## src/bp_pkg.sv

```systemverilog
package bp_pkg;

    // ------------------------------------------------------------------
    // 2-bit saturating counter states
    // ------------------------------------------------------------------
    // Upper bit set means predict taken
    localparam logic [1:0] STRONG_NT = 2'd0;
    localparam logic [1:0] WEAK_NT   = 2'd1;
    localparam logic [1:0] WEAK_T    = 2'd2;
    localparam logic [1:0] STRONG_T  = 2'd3;

    // New entries start out strongly taken
    localparam logic [1:0] ALLOC_STATE = STRONG_T;

    // ------------------------------------------------------------------
    // Chooser counters
    // ------------------------------------------------------------------
    // Upper bit set selects the gshare table
    localparam logic [1:0] CHOOSER_RESET = 2'd2;
    localparam logic [1:0] CHOOSER_MAX   = 2'd3;
    localparam logic [1:0] CHOOSER_MIN   = 2'd0;

    // ------------------------------------------------------------------
    // Address split
    // ------------------------------------------------------------------
    // Instruction offset bits below the index
    localparam int INDEX_OFFSET = 2;

endpackage

```

## src/bp_tournament_select.sv

```systemverilog
`timescale 1ns/100ps

module bp_tournament_select #(
    parameter int XLEN  = 32,
    parameter int IDX_W = 4,
    parameter int SLOTS = 3
) (
    input  logic                       clk,
    input  logic                       rst,
    input  logic [SLOTS-1:0]           fetch_en,
    input  logic [SLOTS-1:0][XLEN-1:0] fetch_addr,
    input  logic [SLOTS-1:0]           loc_hit,
    input  logic [SLOTS-1:0]           loc_taken,
    input  logic [SLOTS-1:0][XLEN-1:0] loc_target,
    input  logic [SLOTS-1:0]           gsh_hit,
    input  logic [SLOTS-1:0]           gsh_taken,
    input  logic [SLOTS-1:0][XLEN-1:0] gsh_target,
    input  logic                       upd_en,
    input  logic [XLEN-1:0]            upd_pc,
    input  logic                       upd_taken,
    input  logic                       loc_dir_taken,
    input  logic                       gsh_dir_taken,
    output logic [IDX_W-1:0]           ghr,
    output logic [SLOTS-1:0]           pred_valid,
    output logic [SLOTS-1:0]           pred_taken,
    output logic [SLOTS-1:0][XLEN-1:0] pred_target
);

    localparam int ENTRIES = 1 << IDX_W;

    logic [1:0]       chooser_q [ENTRIES];
    logic [IDX_W-1:0] ghr_q;

    logic [IDX_W-1:0] fetch_idx [SLOTS];
    logic [SLOTS-1:0] use_gsh;
    logic [IDX_W-1:0] upd_idx;
    logic             loc_ok;
    logic             gsh_ok;

    assign ghr = ghr_q;

    // ------------------------------------------------------------------
    // Per-slot choice between the two tables
    // ------------------------------------------------------------------
    always_comb begin
        for (int s = 0; s < SLOTS; s++) begin
            fetch_idx[s] = fetch_addr[s][bp_pkg::INDEX_OFFSET +: IDX_W];
            use_gsh[s]   = chooser_q[fetch_idx[s]][1];
            if (!fetch_en[s]) begin
                pred_valid[s]  = 1'b0;
                pred_taken[s]  = 1'b0;
                pred_target[s] = '0;
            end else if (use_gsh[s]) begin
                pred_valid[s]  = gsh_hit[s];
                pred_taken[s]  = gsh_taken[s];
                pred_target[s] = gsh_target[s];
            end else begin
                pred_valid[s]  = loc_hit[s];
                pred_taken[s]  = loc_taken[s];
                pred_target[s] = loc_target[s];
            end
        end
    end

    // ------------------------------------------------------------------
    // Chooser training
    // ------------------------------------------------------------------
    // Chooser shares the local index
    assign upd_idx = upd_pc[bp_pkg::INDEX_OFFSET +: IDX_W];
    assign loc_ok  = (loc_dir_taken == upd_taken);
    assign gsh_ok  = (gsh_dir_taken == upd_taken);

    always_ff @(posedge clk) begin
        if (rst) begin
            for (int i = 0; i < ENTRIES; i++) begin
                chooser_q[i] <= bp_pkg::CHOOSER_RESET;
            end
        end else if (upd_en) begin
            // Move only when the tables disagree on correctness
            if (gsh_ok && !loc_ok && (chooser_q[upd_idx] != bp_pkg::CHOOSER_MAX)) begin
                chooser_q[upd_idx] <= chooser_q[upd_idx] + 2'd1;
            end else if (loc_ok && !gsh_ok
                         && (chooser_q[upd_idx] != bp_pkg::CHOOSER_MIN)) begin
                chooser_q[upd_idx] <= chooser_q[upd_idx] - 2'd1;
            end
        end
    end

    // Global history, newest outcome in bit 0
    always_ff @(posedge clk) begin
        if (rst) begin
            ghr_q <= '0;
        end else if (upd_en) begin
            ghr_q <= {ghr_q[IDX_W-2:0], upd_taken};
        end
    end

    // Tables only return a target with a taken hit
    for (genvar s = 0; s < SLOTS; s++) begin : g_chk
        a_target_when_nt: assert property (
            @(posedge clk) disable iff (rst) !pred_taken[s] |-> (pred_target[s] == '0)
        );
    end

endmodule

```

## config.mk

```make
export PLATFORM = sky130hd
export DESIGN_NAME = bp_tournament_select
export DESIGN_NICKNAME = d
export VERILOG_FILES = /design/src/bp_pkg.sv /design/src/bp_tournament_select.sv
export SDC_FILE = /design/constraint.sdc
export NUM_CORES = 1
export LEC_CHECK = 0
export BUFFER_PORTS_ARGS = -buffer_cell sky130_fd_sc_hd__buf_4
export CAP_MARGIN = 20
export CORE_AREA = 2 2 172 174
export DETAILED_ROUTE_END_ITERATION = 8
export DIE_AREA = 0 0 174 176
export PLACE_DENSITY = 0.38
export SLEW_MARGIN = 20
export SYNTH_ARGS = -nofsm -noshare
export SYNTH_HDL_FRONTEND = slang
export SYNTH_SLANG_ARGS = --single-unit
export TNS_END_PERCENT = 100
```

## constraint.sdc

```tcl
create_clock -name clk -period 2.4 [get_ports clk]
set_input_delay 0.12 -clock clk [delete_from_list [all_inputs] [get_ports clk]]
set_output_delay 0.12 -clock clk [all_outputs]
set_load 0.01 [all_outputs]
```

# Word-level counts from Yosys, hierarchy flattened

Memories as Yosys holds them, arrays and structs flattened.
Cells that the tools add are included.

Memory bits (writable): 32
Input port bits: 341
Memories kept: 1
Bits in registers: 4

Memory list:

| name      | depth | bits a word | rd ports | clocked after Yosys merged registers in | write ports | line                       | text |
|---|---|---|---|---|---|---|---|
| chooser_q | 16    | 2           | 4        | 0                                       | 16          | bp_tournament_select.sv:31 | `logic [1:0] chooser_q [ENTRIES];` |

Add/subtract/negate cells: 2
Bitwise logic cells: 1
Reductions and logical operators: 8
Eq/ne operators: 3
Multiplexer cells: 33

Operators by type and width:

| cell                | number |
|---|---|
| $mux 32             | 6 |
| $mux 1              | 24 |
| $logic_and 1x1->1   | 4 |
| $mux 2              | 2 |
| $mux 4              | 1 |
| $add 2x1->2 const B | 1 |
| $eq 1x1->1          | 2 |
| $logic_not 1->1     | 2 |
| $ne 2x2->1 const B  | 1 |
| $reduce_bool 2->1   | 1 |
| $reduce_or 2->1     | 1 |
| $sub 2x1->2 const B | 1 |
| $or 1x1->1          | 1 |

# Longest topological paths before layout

Word-level depth: 12
Mapped depth: 8
Depth with buffers taken out: 5

# Worst setup path before layout

Ideal clock, no wire load.

Kind: reg2out
From: memory chooser_q[13][1]
To: output pred_target[10] in the netlist's numbering
Cell stages (with the launch flop): 7
Buffers on the path: 2
Data required time: 2280 ps
Setup slack: 337 ps
Arrival: 1943 ps
Cells stage by stage: edfxtp_1 -> mux4_1 -> mux4_2 -> buf_6 -> buf_12 -> mux2i_1 -> nor2b_1

RTL lines:

| what               | line                       | text |
|---|---|---|
| start: declaration | bp_tournament_select.sv:31 |  |
| end: declaration   | bp_tournament_select.sv:26 | `output logic [SLOTS-1:0][XLEN-1:0] pred_target` |

==> results.sh <==
export IMPL_rows=62
export IMPL_drc_errors=0
export IMPL_htreeDepth=2
export IMPL_failed_checks="negative setup slack"
export IMPL_synthToLayoutAreaGrowth_pct=74.9
export IMPL_hp_class="input port to register"
export IMPL_max_freq_mhz=379
export IMPL_syn_area_um2=4320
export IMPL_clk_pin_slew_ps=60
export IMPL_required_ps=2280
export IMPL_final_cell_mix="buf_4 (359), nor2b_1 (110), mux2i_1 (100), nor2_1 (32), edfxtp_1 (32)"
export IMPL_synth_area_top_cells="mux2i_1 (25%), edfxtp_1 (22%), nor2b_1 (16%), mux4_1 (8.5%), mux4_2 (4.7%)"
export IMPL_p_seq_share_pct=30.4
export IMPL_final_common_cell="buf_4"
export IMPL_p_int_mw=1.65
export IMPL_finalClockSkew_ps=4.61
export IMPL_post_route_cell_area_um2=7560
export IMPL_gr_usage_all_layers_pct=13.4
export IMPL_grt_pass1_vias=4709
export IMPL_critPathCaptureType="output port"
export IMPL_r2r_slack_ps=130
export IMPL_start_util_pct=15.1
export IMPL_p_per_area_nw_per_um2=308
export IMPL_post_route_min_period_ps=2640
export IMPL_finalNetCount=1108
export IMPL_synth_area_per_cell_um2=10.3
export IMPL_drt_wirelength_per_cell_um=18.8
export IMPL_worstSetupPathType="register to output port"
export IMPL_hpwlAfterDp_mm=18.0
export IMPL_grt_start_max_net_pins=35
export IMPL_place_inst=1141
export IMPL_gp_congestion=0.829
export IMPL_ys_seq_area_share_pct=24.1
export IMPL_combPwrFrac_pct=42.2
export IMPL_ir_drop_mv=0.216
export IMPL_power_mw=2.33
export IMPL_yosys_area_top_type="mux2i_1"
export IMPL_finalHoldViolCount=0
export IMPL_cp_arrival_ps=2520
export IMPL_routed_wl_mm=21.7
export IMPL_worst_pin_slew_ps=747
export IMPL_stdcell_count=1153
export IMPL_grt_overflow=0
export IMPL_syn_inst=418
export IMPL_drive_above_1_share_pct=53.3
export IMPL_layout_setup_ws_ps=-239
export IMPL_die_y_um=176
export IMPL_path_max_fanout=14
export IMPL_synth_seq_cells=36
export IMPL_drt_iter0_drc=188
export IMPL_placed_cell_area_um2=7310
export IMPL_drt_pass1_iter_count=4
export IMPL_hold_buffers=0
export IMPL_netSwitchingPower_mw=0.685
export IMPL_start_kind="register"
export IMPL_core_area_um2=28500
export IMPL_io_buffers=334
export IMPL_setup_viol=102
export IMPL_slew_violations=0
export IMPL_grt_pass1_wl_mm=31.2
export IMPL_fin_util_pct=26.5
export IMPL_antenna_found_initial=1
export IMPL_async_reset_ff_share_pct=0
export IMPL_vias_per_cell=3.96
export IMPL_synth_cell_types=31
export IMPL_cts_tree="built"
export IMPL_synth_nets=759
export IMPL_synth_edf_count=32
export IMPL_drv_cap=0
export IMPL_clockRootBuffer="clkbuf_16"
export IMPL_synth_ff_type="edfxtp_1"
export IMPL_vias=4568
export IMPL_maxSlewHeadroom_pct=49.6
export IMPL_rsz0062_at_grt="yes"
export IMPL_worst_skew_pair_late_latency_ps=280
export IMPL_drtAntennaViolNets=0
export IMPL_ios=447
export IMPL_finalCritPeriodShare_pct=110
export IMPL_yosysTopAreaCellShare_pct=24.5
export IMPL_clockPowerShare_pct=27.4
export IMPL_synth_warnings=0
export IMPL_die_area_um2=30600
export IMPL_leakagePower_nw=3.76
export IMPL_p_sw_share_pct=29.4
export IMPL_cts_sinks=36
export IMPL_die_x_um=174
export IMPL_cts_buffers=5
export IMPL_clk_path_buf_depth=2
export IMPL_status="finished with violations"
==> critical path, cell delays in order, from the launching register on <==
cell and delay [ps]:
edfxtp_1 490, mux4_2 500, mux4_2 540, buf_12 190, buf_6 130, mux2i_1 100
nor2b_1 130, buf_4 150
==> power by group through the flow <==
stage                     Sequential (mW)  Combinational, mW  Clock, mW
after detailed placement            0.722              0.979          0
after global placement              0.722              0.974          0
final                               0.709              0.984      0.639
after CTS                           0.709              0.991      0.657
after floorplan                     0.720              0.389          0
after global routing                0.710               1.06      0.678
==> kinds of logic (layout without fill, tap and decap cells) <==
group	count (synthesis)	after routing	synth area share [%]
flops	36	36	24.1
other cells	0	1	0
mux	129	129	37.7
buf+inv	33	383	7.49
compound gates	46	46	7.47
simple gates	173	173	22.9
fa+ha+maj	1	1	0.318
==> state kept, by name, indices dropped and copies added (netlist names) <==
signal,flops
chooser_q,32
ghr,4
==> what timing repair did <==
| action | 4_1_cts | 5_1_grt |
|---|---|---|
| setup buffers | 4 | 0 |
| setup endpoints to repair | 102 | 112 |
| pin swaps | 0 | 2 |
| gates resized for setup | 17 | 17 |
| cloned | 0 | 0 |
==> layer usage <==
metal  GRT usage, %  wire length [um]  vias to the layer above
met4           2.03               140                        0
met1           15.7              8490                     2138
met2           24.8             11400                      171
met3           3.66              1680                        8
met5              0                 0                        -
li1               -                 -                     2251
==> synthesized netlist by cell type, drive strengths merged, types with 3 or more instances <==
library cell / number
a21oi: 3
o21ai: 6
mux2i: 106
clkbuf: 15
nor2b: 111
buf: 17
nor2: 32
a211oi: 16
edfxtp: 32
a21boi: 4
mux4: 23
dfxtp: 4
nand2: 11
nor4: 4
o211ai: 16
==> cell type report <==
class                      count  area (um2)
tap                          384         480
timing repair buffer         374        2910
fill                        3167       21000
inverter                       1        3.75
antenna                        1        2.50
clock inverter                 2        11.3
multi-input combinational    349        2990
sequential                    36        1040
clock buffer                   6         129
==> final timing paths <==
kind	from	to	cells after the start
worst min-delay path	upd_taken	ghr[0]	3
worst max register to register	chooser_q[14][1]	chooser_q[1][0]	7
worst min register to register	ghr[3]	ghr[3]	2
worst max-delay path	chooser_q[14][1]	pred_target[94]	7
==> per-stage QoR <==
| stage | TNS [ps] | hold slack [ps] | setup slack (ps) |
|---|---|---|---|
| final | -16770 | 117 | -239 |
| after global routing | -25520 | 157 | -317 |
| after CTS | -17730 | 108 | -243 |
| after detailed placement | 0 | 404 | 5.83 |
| after global placement | -0.142 | 393 | -0.142 |
| after floorplan | 0 | 267 | 337 |
(Power assumes the default switching activity.)
