$ cat src/bp_pkg.sv
package bp_pkg;

    // ------------------------------------------------------------------
    // 2-bit saturating counter states
    // ------------------------------------------------------------------
    // Upper bit set means predict taken
    localparam logic [1:0] STRONG_NT = 2'd0;
    localparam logic [1:0] WEAK_NT   = 2'd1;
    localparam logic [1:0] WEAK_T    = 2'd2;
    localparam logic [1:0] STRONG_T  = 2'd3;

    // New entries start out strongly taken
    localparam logic [1:0] ALLOC_STATE = STRONG_T;

    // ------------------------------------------------------------------
    // Chooser counters
    // ------------------------------------------------------------------
    // Upper bit set selects the gshare table
    localparam logic [1:0] CHOOSER_RESET = 2'd2;
    localparam logic [1:0] CHOOSER_MAX   = 2'd3;
    localparam logic [1:0] CHOOSER_MIN   = 2'd0;

    // ------------------------------------------------------------------
    // Address split
    // ------------------------------------------------------------------
    // Instruction offset bits below the index
    localparam int INDEX_OFFSET = 2;

endpackage

$ cat src/bp_counter_table.sv
`timescale 1ns/100ps

module bp_counter_table #(
    parameter int XLEN   = 32,
    parameter int IDX_W  = 4,
    parameter int SLOTS  = 3,
    parameter bit HASHED = 1'b0
) (
    input  logic                       clk,
    input  logic                       rst,
    input  logic [IDX_W-1:0]           ghr,
    input  logic [SLOTS-1:0][XLEN-1:0] rd_addr,
    input  logic [SLOTS-1:0]           alloc_en,
    input  logic [SLOTS-1:0][XLEN-1:0] alloc_addr,
    input  logic                       upd_en,
    input  logic [XLEN-1:0]            upd_pc,
    input  logic                       upd_taken,
    input  logic [XLEN-1:0]            upd_target,
    output logic [SLOTS-1:0]           rd_hit,
    output logic [SLOTS-1:0]           rd_taken,
    output logic [SLOTS-1:0][XLEN-1:0] rd_target,
    output logic                       upd_dir_taken
);

    localparam int ENTRIES = 1 << IDX_W;
    localparam int TAG_LO  = bp_pkg::INDEX_OFFSET + IDX_W;
    localparam int TAG_W   = XLEN - TAG_LO;

    // ------------------------------------------------------------------
    // Table storage
    // ------------------------------------------------------------------
    logic [ENTRIES-1:0] valid_q;
    logic [1:0]         ctr_q    [ENTRIES];
    logic [TAG_W-1:0]   tag_q    [ENTRIES];
    logic [XLEN-1:0]    target_q [ENTRIES];

    // Per-port indices and hits
    logic [IDX_W-1:0] rd_idx    [SLOTS];
    logic [IDX_W-1:0] alloc_idx [SLOTS];
    logic [SLOTS-1:0] alloc_hit;
    logic [SLOTS-1:0] alloc_wr;
    logic [IDX_W-1:0] upd_idx;
    logic             upd_hit;
    logic             upd_wr;

    // Gshare flavour folds the global history into the index
    function automatic logic [IDX_W-1:0] entry_index(
        input logic [XLEN-1:0]  addr,
        input logic [IDX_W-1:0] hist
    );
        logic [IDX_W-1:0] base;
        base = addr[bp_pkg::INDEX_OFFSET +: IDX_W];
        return HASHED ? (base ^ hist) : base;
    endfunction

    function automatic logic [TAG_W-1:0] entry_tag(input logic [XLEN-1:0] addr);
        return addr[XLEN-1:TAG_LO];
    endfunction

    // One saturating step toward the resolved direction
    function automatic logic [1:0] ctr_step(input logic [1:0] ctr, input logic taken);
        logic [1:0] nxt;
        case (ctr)
            bp_pkg::STRONG_NT: nxt = taken ? bp_pkg::WEAK_NT  : bp_pkg::STRONG_NT;
            bp_pkg::WEAK_NT:   nxt = taken ? bp_pkg::WEAK_T   : bp_pkg::STRONG_NT;
            bp_pkg::WEAK_T:    nxt = taken ? bp_pkg::STRONG_T : bp_pkg::WEAK_NT;
            default:           nxt = taken ? bp_pkg::STRONG_T : bp_pkg::WEAK_T;
        endcase
        return nxt;
    endfunction

    // ------------------------------------------------------------------
    // Fetch lookup
    // ------------------------------------------------------------------
    always_comb begin
        for (int s = 0; s < SLOTS; s++) begin
            rd_idx[s]    = entry_index(rd_addr[s], ghr);
            rd_hit[s]    = valid_q[rd_idx[s]] && (tag_q[rd_idx[s]] == entry_tag(rd_addr[s]));
            rd_taken[s]  = rd_hit[s] && ctr_q[rd_idx[s]][1];
            // Target only leaves the table for a taken hit
            rd_target[s] = rd_taken[s] ? target_q[rd_idx[s]] : '0;
        end
    end

    // ------------------------------------------------------------------
    // Update and allocation decode
    // ------------------------------------------------------------------
    assign upd_idx       = entry_index(upd_pc, ghr);
    assign upd_hit       = valid_q[upd_idx] && (tag_q[upd_idx] == entry_tag(upd_pc));
    assign upd_wr        = upd_en && upd_hit;
    // Direction before training, used by the chooser
    assign upd_dir_taken = ctr_q[upd_idx][1];

    always_comb begin
        for (int s = 0; s < SLOTS; s++) begin
            alloc_idx[s] = entry_index(alloc_addr[s], ghr);
            alloc_hit[s] = valid_q[alloc_idx[s]]
                        && (tag_q[alloc_idx[s]] == entry_tag(alloc_addr[s]));
            // Training of the same entry keeps it from being replaced
            alloc_wr[s]  = alloc_en[s] && !alloc_hit[s]
                        && !(upd_wr && (alloc_idx[s] == upd_idx));
        end
    end

    // ------------------------------------------------------------------
    // State write
    // ------------------------------------------------------------------
    // Slot 0 is written last so it wins a shared index
    always_ff @(posedge clk) begin
        if (rst) begin
            valid_q <= '0;
            for (int i = 0; i < ENTRIES; i++) begin
                ctr_q[i] <= bp_pkg::STRONG_NT;
            end
        end else begin
            for (int s = SLOTS - 1; s >= 0; s--) begin
                if (alloc_wr[s]) begin
                    valid_q[alloc_idx[s]] <= 1'b1;
                    ctr_q[alloc_idx[s]]   <= bp_pkg::ALLOC_STATE;
                end
            end
            if (upd_wr) begin
                ctr_q[upd_idx] <= ctr_step(ctr_q[upd_idx], upd_taken);
            end
        end
    end

    // Tag and target payload
    always_ff @(posedge clk) begin
        for (int s = SLOTS - 1; s >= 0; s--) begin
            if (alloc_wr[s]) begin
                tag_q[alloc_idx[s]]    <= entry_tag(alloc_addr[s]);
                target_q[alloc_idx[s]] <= '0;
            end
        end
        if (upd_wr) begin
            target_q[upd_idx] <= upd_target;
        end
    end

    // Strobes must be known once out of reset
    a_strobe_known: assert property (
        @(posedge clk) disable iff (rst) !$isunknown({alloc_en, upd_en})
    );

endmodule

$ cat config.mk
export PLATFORM = sky130hd
export DESIGN_NAME = bp_counter_table
export DESIGN_NICKNAME = d
export VERILOG_FILES = /design/src/bp_pkg.sv /design/src/bp_counter_table.sv
export SDC_FILE = /design/constraint.sdc
export NUM_CORES = 2
export LEC_CHECK = 0
export BUFFER_PORTS_ARGS = -buffer_cell sky130_fd_sc_hd__clkbuf_2
export CORE_MARGIN = 2
export CORE_UTILIZATION = 28
export DETAILED_ROUTE_END_ITERATION = 8
export PLACE_DENSITY = 0.39
export SYNTH_ARGS = -nofsm -noshare
export SYNTH_HDL_FRONTEND = slang
export SYNTH_SLANG_ARGS = --single-unit
$ cat constraint.sdc
create_clock -name clk -period 7.2 [get_ports clk]
set_clock_uncertainty 0.15 [all_clocks]
set_input_delay 1.08 -clock clk [delete_from_list [all_inputs] [get_ports clk]]
set_output_delay 1.08 -clock clk [all_outputs]
set_load 0.01 [all_outputs]
* Yosys cells after proc, flatten, opt, wreduce, memory -nomap -nowiden
Memory sizes are Yosys's and may differ from the RTL's.
Index checks and enable logic that the tools add are counted.
W data, S select, Z words.
** Cells by class
- Magnitude comparators :: 10
- Equal/unequal tests :: 12
- Mux-type cells :: 65
- Bitwise operators :: 3
- Reduce and logical (&&, ||, !) cells :: 34
** Operators with widths (number)
- $eq A26 B26 Y1 :: 7
- $mux W32 :: 3
- $mux W16 :: 5
- $or A16 B16 Y16 :: 3
- $lt A4 B5 Y1 const B :: 7
- $mux W1 :: 34
- $bmux W1 S4 :: 7
- $logic_and A1 B1 Y1 :: 23
- $mux W2 :: 8
- $mux W4 :: 4
- $demux W1 S4 :: 3
- $eq A4 B4 Y1 :: 3
- $ge A4 B1 Y1 const B :: 3
- $reduce_or A2 Y1 :: 4
- $logic_not A1 Y1 :: 6
- $pmux W2 S3 :: 1
- $eq A2 B1 Y1 const B :: 1
- $eq A2 B2 Y1 const B :: 1
- $logic_not A2 Y1 :: 1
** Word-level totals
- Register bits after elaboration :: 16
- Memory bits (writable) :: 960
- Bits of input ports :: 267
- Output and inout bits :: 103
- Logic and storage cells :: 128
- Memories :: 3
** Memories
- target_q :: words 16, width 32, read ports 3, clocked after memory_dff 0, wr ports 4, RTL line bp_counter_table.sv:35 : logic [XLEN-1:0] target_q [ENTRIES];
- tag_q :: words 16, width 26, read ports 7, clocked after memory_dff 0, wr ports 3, RTL line bp_counter_table.sv:34 : logic [TAG_W-1:0] tag_q [ENTRIES];
- ctr_q :: words 16, width 2, read ports 4, clocked after memory_dff 0, wr ports 16, RTL line bp_counter_table.sv:33 : logic [1:0] ctr_q [ENTRIES];

* Depth between registers and ports, before layout
- Depth after elaboration :: 14
- Mapped depth :: 20
- Gate-level depth less buffers :: 11

* Worst setup path after synthesis
Ideal clock, no wire load.
- Kind :: input to register
- Start :: in alloc_addr[35] in the netlist's numbering
- End :: mem target_q[11][0], enable pin
- Library setup time :: 0.561 ns
- Arrival time :: 5.252 ns
- Required time :: 6.489 ns
- Path slack :: 1.237 ns
- Stages on the path :: 14
- Buffers on the path :: 5
- Cell sequence :: buf_2 -> buf_4 -> buf_2 -> buf_2 -> mux4_2 -> mux2i_1 -> a21oi_1 -> xor2_1 -> or4b_2 -> or4_1 -> o21a_1 -> clkbuf_1 -> a21oi_1 -> nand3_1
** RTL lines
- start: declaration :: RTL line bp_counter_table.sv:14 : input logic [SLOTS-1:0][XLEN-1:0] alloc_addr,
- end: declaration :: RTL line bp_counter_table.sv:35

==> run metrics <==
drt wl/cell=47.80 um; CTS Root Cell=clkbuf_16; hold path endpoint=valid_q[13]$_SDFF_PP0_; Synth area leader=edfxtp_1; ys flop type=edfxtp_1; highest clock rate=0.1446 GHz; EDFF count, synth=960; combinational share of power=25.0%; CP Data Arrival Time=5680 ps; H-tree level count=4; GRT Max-Usage Layer=met2; vias in the first global route=68660; critical path required time=5970 ps; PwrDens=185.3 mW/mm2; first-pass GRT wire length=675300 um; Hold Slack=460.9 ps; Detailed Route WL=515000 um; cts repair resizes=0; Reg power frac=37.3%; clk slew on worst S/H paths=60 ps; core area=0.2998 mm2; total number of vias=71000; Final Max Tran Viols=0; post-CTS setup buffer count=0; leading cell type in the layout, fill and taps excluded=mux4_2; post-synth net total=6669; synthesized area per cell=13.17 um2; Top Ports=370; Remaining DRCs=0; Synth cell types=91; TritonCTS clock tree=built; Chip Height=552.7 um; M3 GR Usage=9.973%; Worst slew margin=3.384%; Period minus WS final=6913 ps; Yosys warnings=0; status=completed; DIE WIDTH=552.7 um; Critical Path Fanout Max=30; Seq cells post-synth=976; maximum VDD drop=0.1799 mV; largest net degree at the start of global routing=67; layout cells sized above 1=41.54%; vias per cell=6.590; port bufs=351; Hold Startpoint=valid_q[13]$_SDFF_PP0_; Clock Path Buffers=4; commonest cells after routing, fill and taps aside=1188 x mux4_2, 960 x edfxtp_1, 542 x mux2i_1; Final period util=96.02%; Starting DRT DRC Count=11050; Reg-to-Reg End=tag_q[11][19]$_DFFE_PP_; total of max-cap violations=0; flop2flop setup slack=1330 ps; die area=0.3054 mm2; Pleak=0.03463 uW; Syn Inst Count=6402; met1 Usage GRT=40.63%; Sw Ratio=33.23%; initial antenna violation count=98; asr flop ratio synth=0%; grt met2 use=48.97%; internal power=12240 uW; synth top area cells=edfxtp_1 34%, mux4_2 32%, mux2i_1 6.4%, mux2_2 5.3%, and2_1 2.1%; All-Layer GR Usage=32.82%; Final Instance Area=0.09897 mm2; CTS sink count=976; HPWL Detailed=355600 um; Mapped Area=0.08429 mm2; GPL Wtd Cong=1.082; register area share after synthesis=34.58%; Final Hold Vio Count=0; Detail Route Antenna Nets=0; area share of the largest cell type after synthesis=34.20%; reg2reg start=tag_q[2][12]$_DFFE_PP_; DP Area=0.09453 mm2; WHS Path Cells=2; RSZ-0062 raised after global routing=false; setup TNS=0 ps; hold bufs inserted after CTS=0; CP startpoint kind=input port; worst min path class=flip-flop to flip-flop; R2R depth=13; Clk network pwr share=37.7%; # rows=201; Filler cells=29670; gr ovfl total=0; Worst setup EP type=output port; CP Class=input port to output port; Setup crit start=rd_addr[34]; DRT Pass-1 Iters=8; P_sw=6094 uW; overall power=18340 uW; Num CTS Buffers=144; count of final setup violators=0; clk_lat worst skew=850 ps; actual slew at the worst max-slew pin=1446 ps; nets@finish=6944; Layout Area Growth over Synthesis=17.42%; initial core utilization=28.12%
## worst max-delay path: stages
cell and delay [ps]:
buf_8 370, buf_4 450, mux4_2 540, mux4_2 640, xnor2_1 710, nand4_1 250
nor4_2 570, buf_4 220, nand3_2 100, buf_4 220, nor2b_1 130, buf_4 150
clkbuf_2 140
## how the worst max path moves through the flow
stage                                          endpoint  slack (ps)  cells past startpoint
after floorplan           target_q[11][0]$_SDFFCE_PN0P_        1240                     14
after global placement                    rd_target[48]         250                     12
after detailed placement                  rd_target[48]         250                     12
after CTS                                 rd_target[48]         250                     12
after global routing                      rd_target[48]         170                     12
final                                     rd_target[43]         290                     13
## stage by stage
step / utilization (%) / setup WS (ps) / instances
floorplan: - / 1237 / 6402
CTS: 32.97 / 250.9 / 10730
detailed placement: 31.53 / 255.0 / 10490
global placement: 31.53 / 249.8 / 10490
finish: 33.02 / 286.5 / 10770
global route: 32.99 / 165.5 / 10750
## state kept, by name, summed over array words and instances (netlist names)
signal and cells:
ctr_q 32, target_q 512, valid_q 16, tag_q 416
## power by group through the flow
stage	registers (uW)	logic [uW]	clock network, uW
2_1_floorplan	6710	2440	0
4_1_cts	6800	4440	7030
5_1_grt	6820	4620	7220
3_3_place_gp	6910	4420	0
6_report	6830	4580	6920
3_5_place_dp	6910	4430	0
## synth_stat cells (all sizes together), types with 22 or more instances
master,count
a22o,22
nor4,25
edfxtp,960
o21ai,140
mux4,1188
nand2,248
a21boi,23
inv,70
mux2,410
nor3,36
nor2,435
mux2i,542
xnor2,144
a21oi,149
nand3,170
a211oi,38
and2,286
o22a,25
and3,23
nand4,33
xor2,47
a32oi,85
nor2b,110
a31o,28
clkbuf,436
a22oi,84
o22ai,47
buf,321
a221oi,33
## layout make-up
| cell class | instances | area, um2 | share of cell area (%) |
|---|---|---|---|
| Antenna cell | 47 | 117.6 | 0.1188 |
| Tap cell | 3958 | 4952 | 5.004 |
| Multi-Input combinational cell | 4598 | 52140 | 52.68 |
| Inverter | 71 | 266.5 | 0.2693 |
| Timing Repair Buffer | 886 | 8030 | 8.114 |
| Sequential cell | 976 | 29150 | 29.45 |
| Clock buffer | 173 | 3734 | 3.772 |
| Clock inverter | 65 | 589.3 | 0.5954 |
## layer usage
layer  vias up  wire [um]
met3      1318      55980
li1      26750          -
met4        69      40830
met1     37570     192200
met2      5296     225400
met5         -        532
## kinds of logic (layout without fill, tap and decap cells)
group                    Yosys count  count (layout)  share of synthesized area [%]
AO/OA/AOI/OAI                    835             835                          7.113
XOR/XNOR                         191             191                          1.985
adder cells (fa/ha/maj)            2               2                        0.02375
buffers and inverters            828            1195                          4.168
flip-flops                       976             976                          34.58
multiplexers                    2140            2140                          43.66
other                              0              47                              0
AND/OR/NAND/NOR                 1430            1430                          8.472
Power figures use the tool's default switching activity.
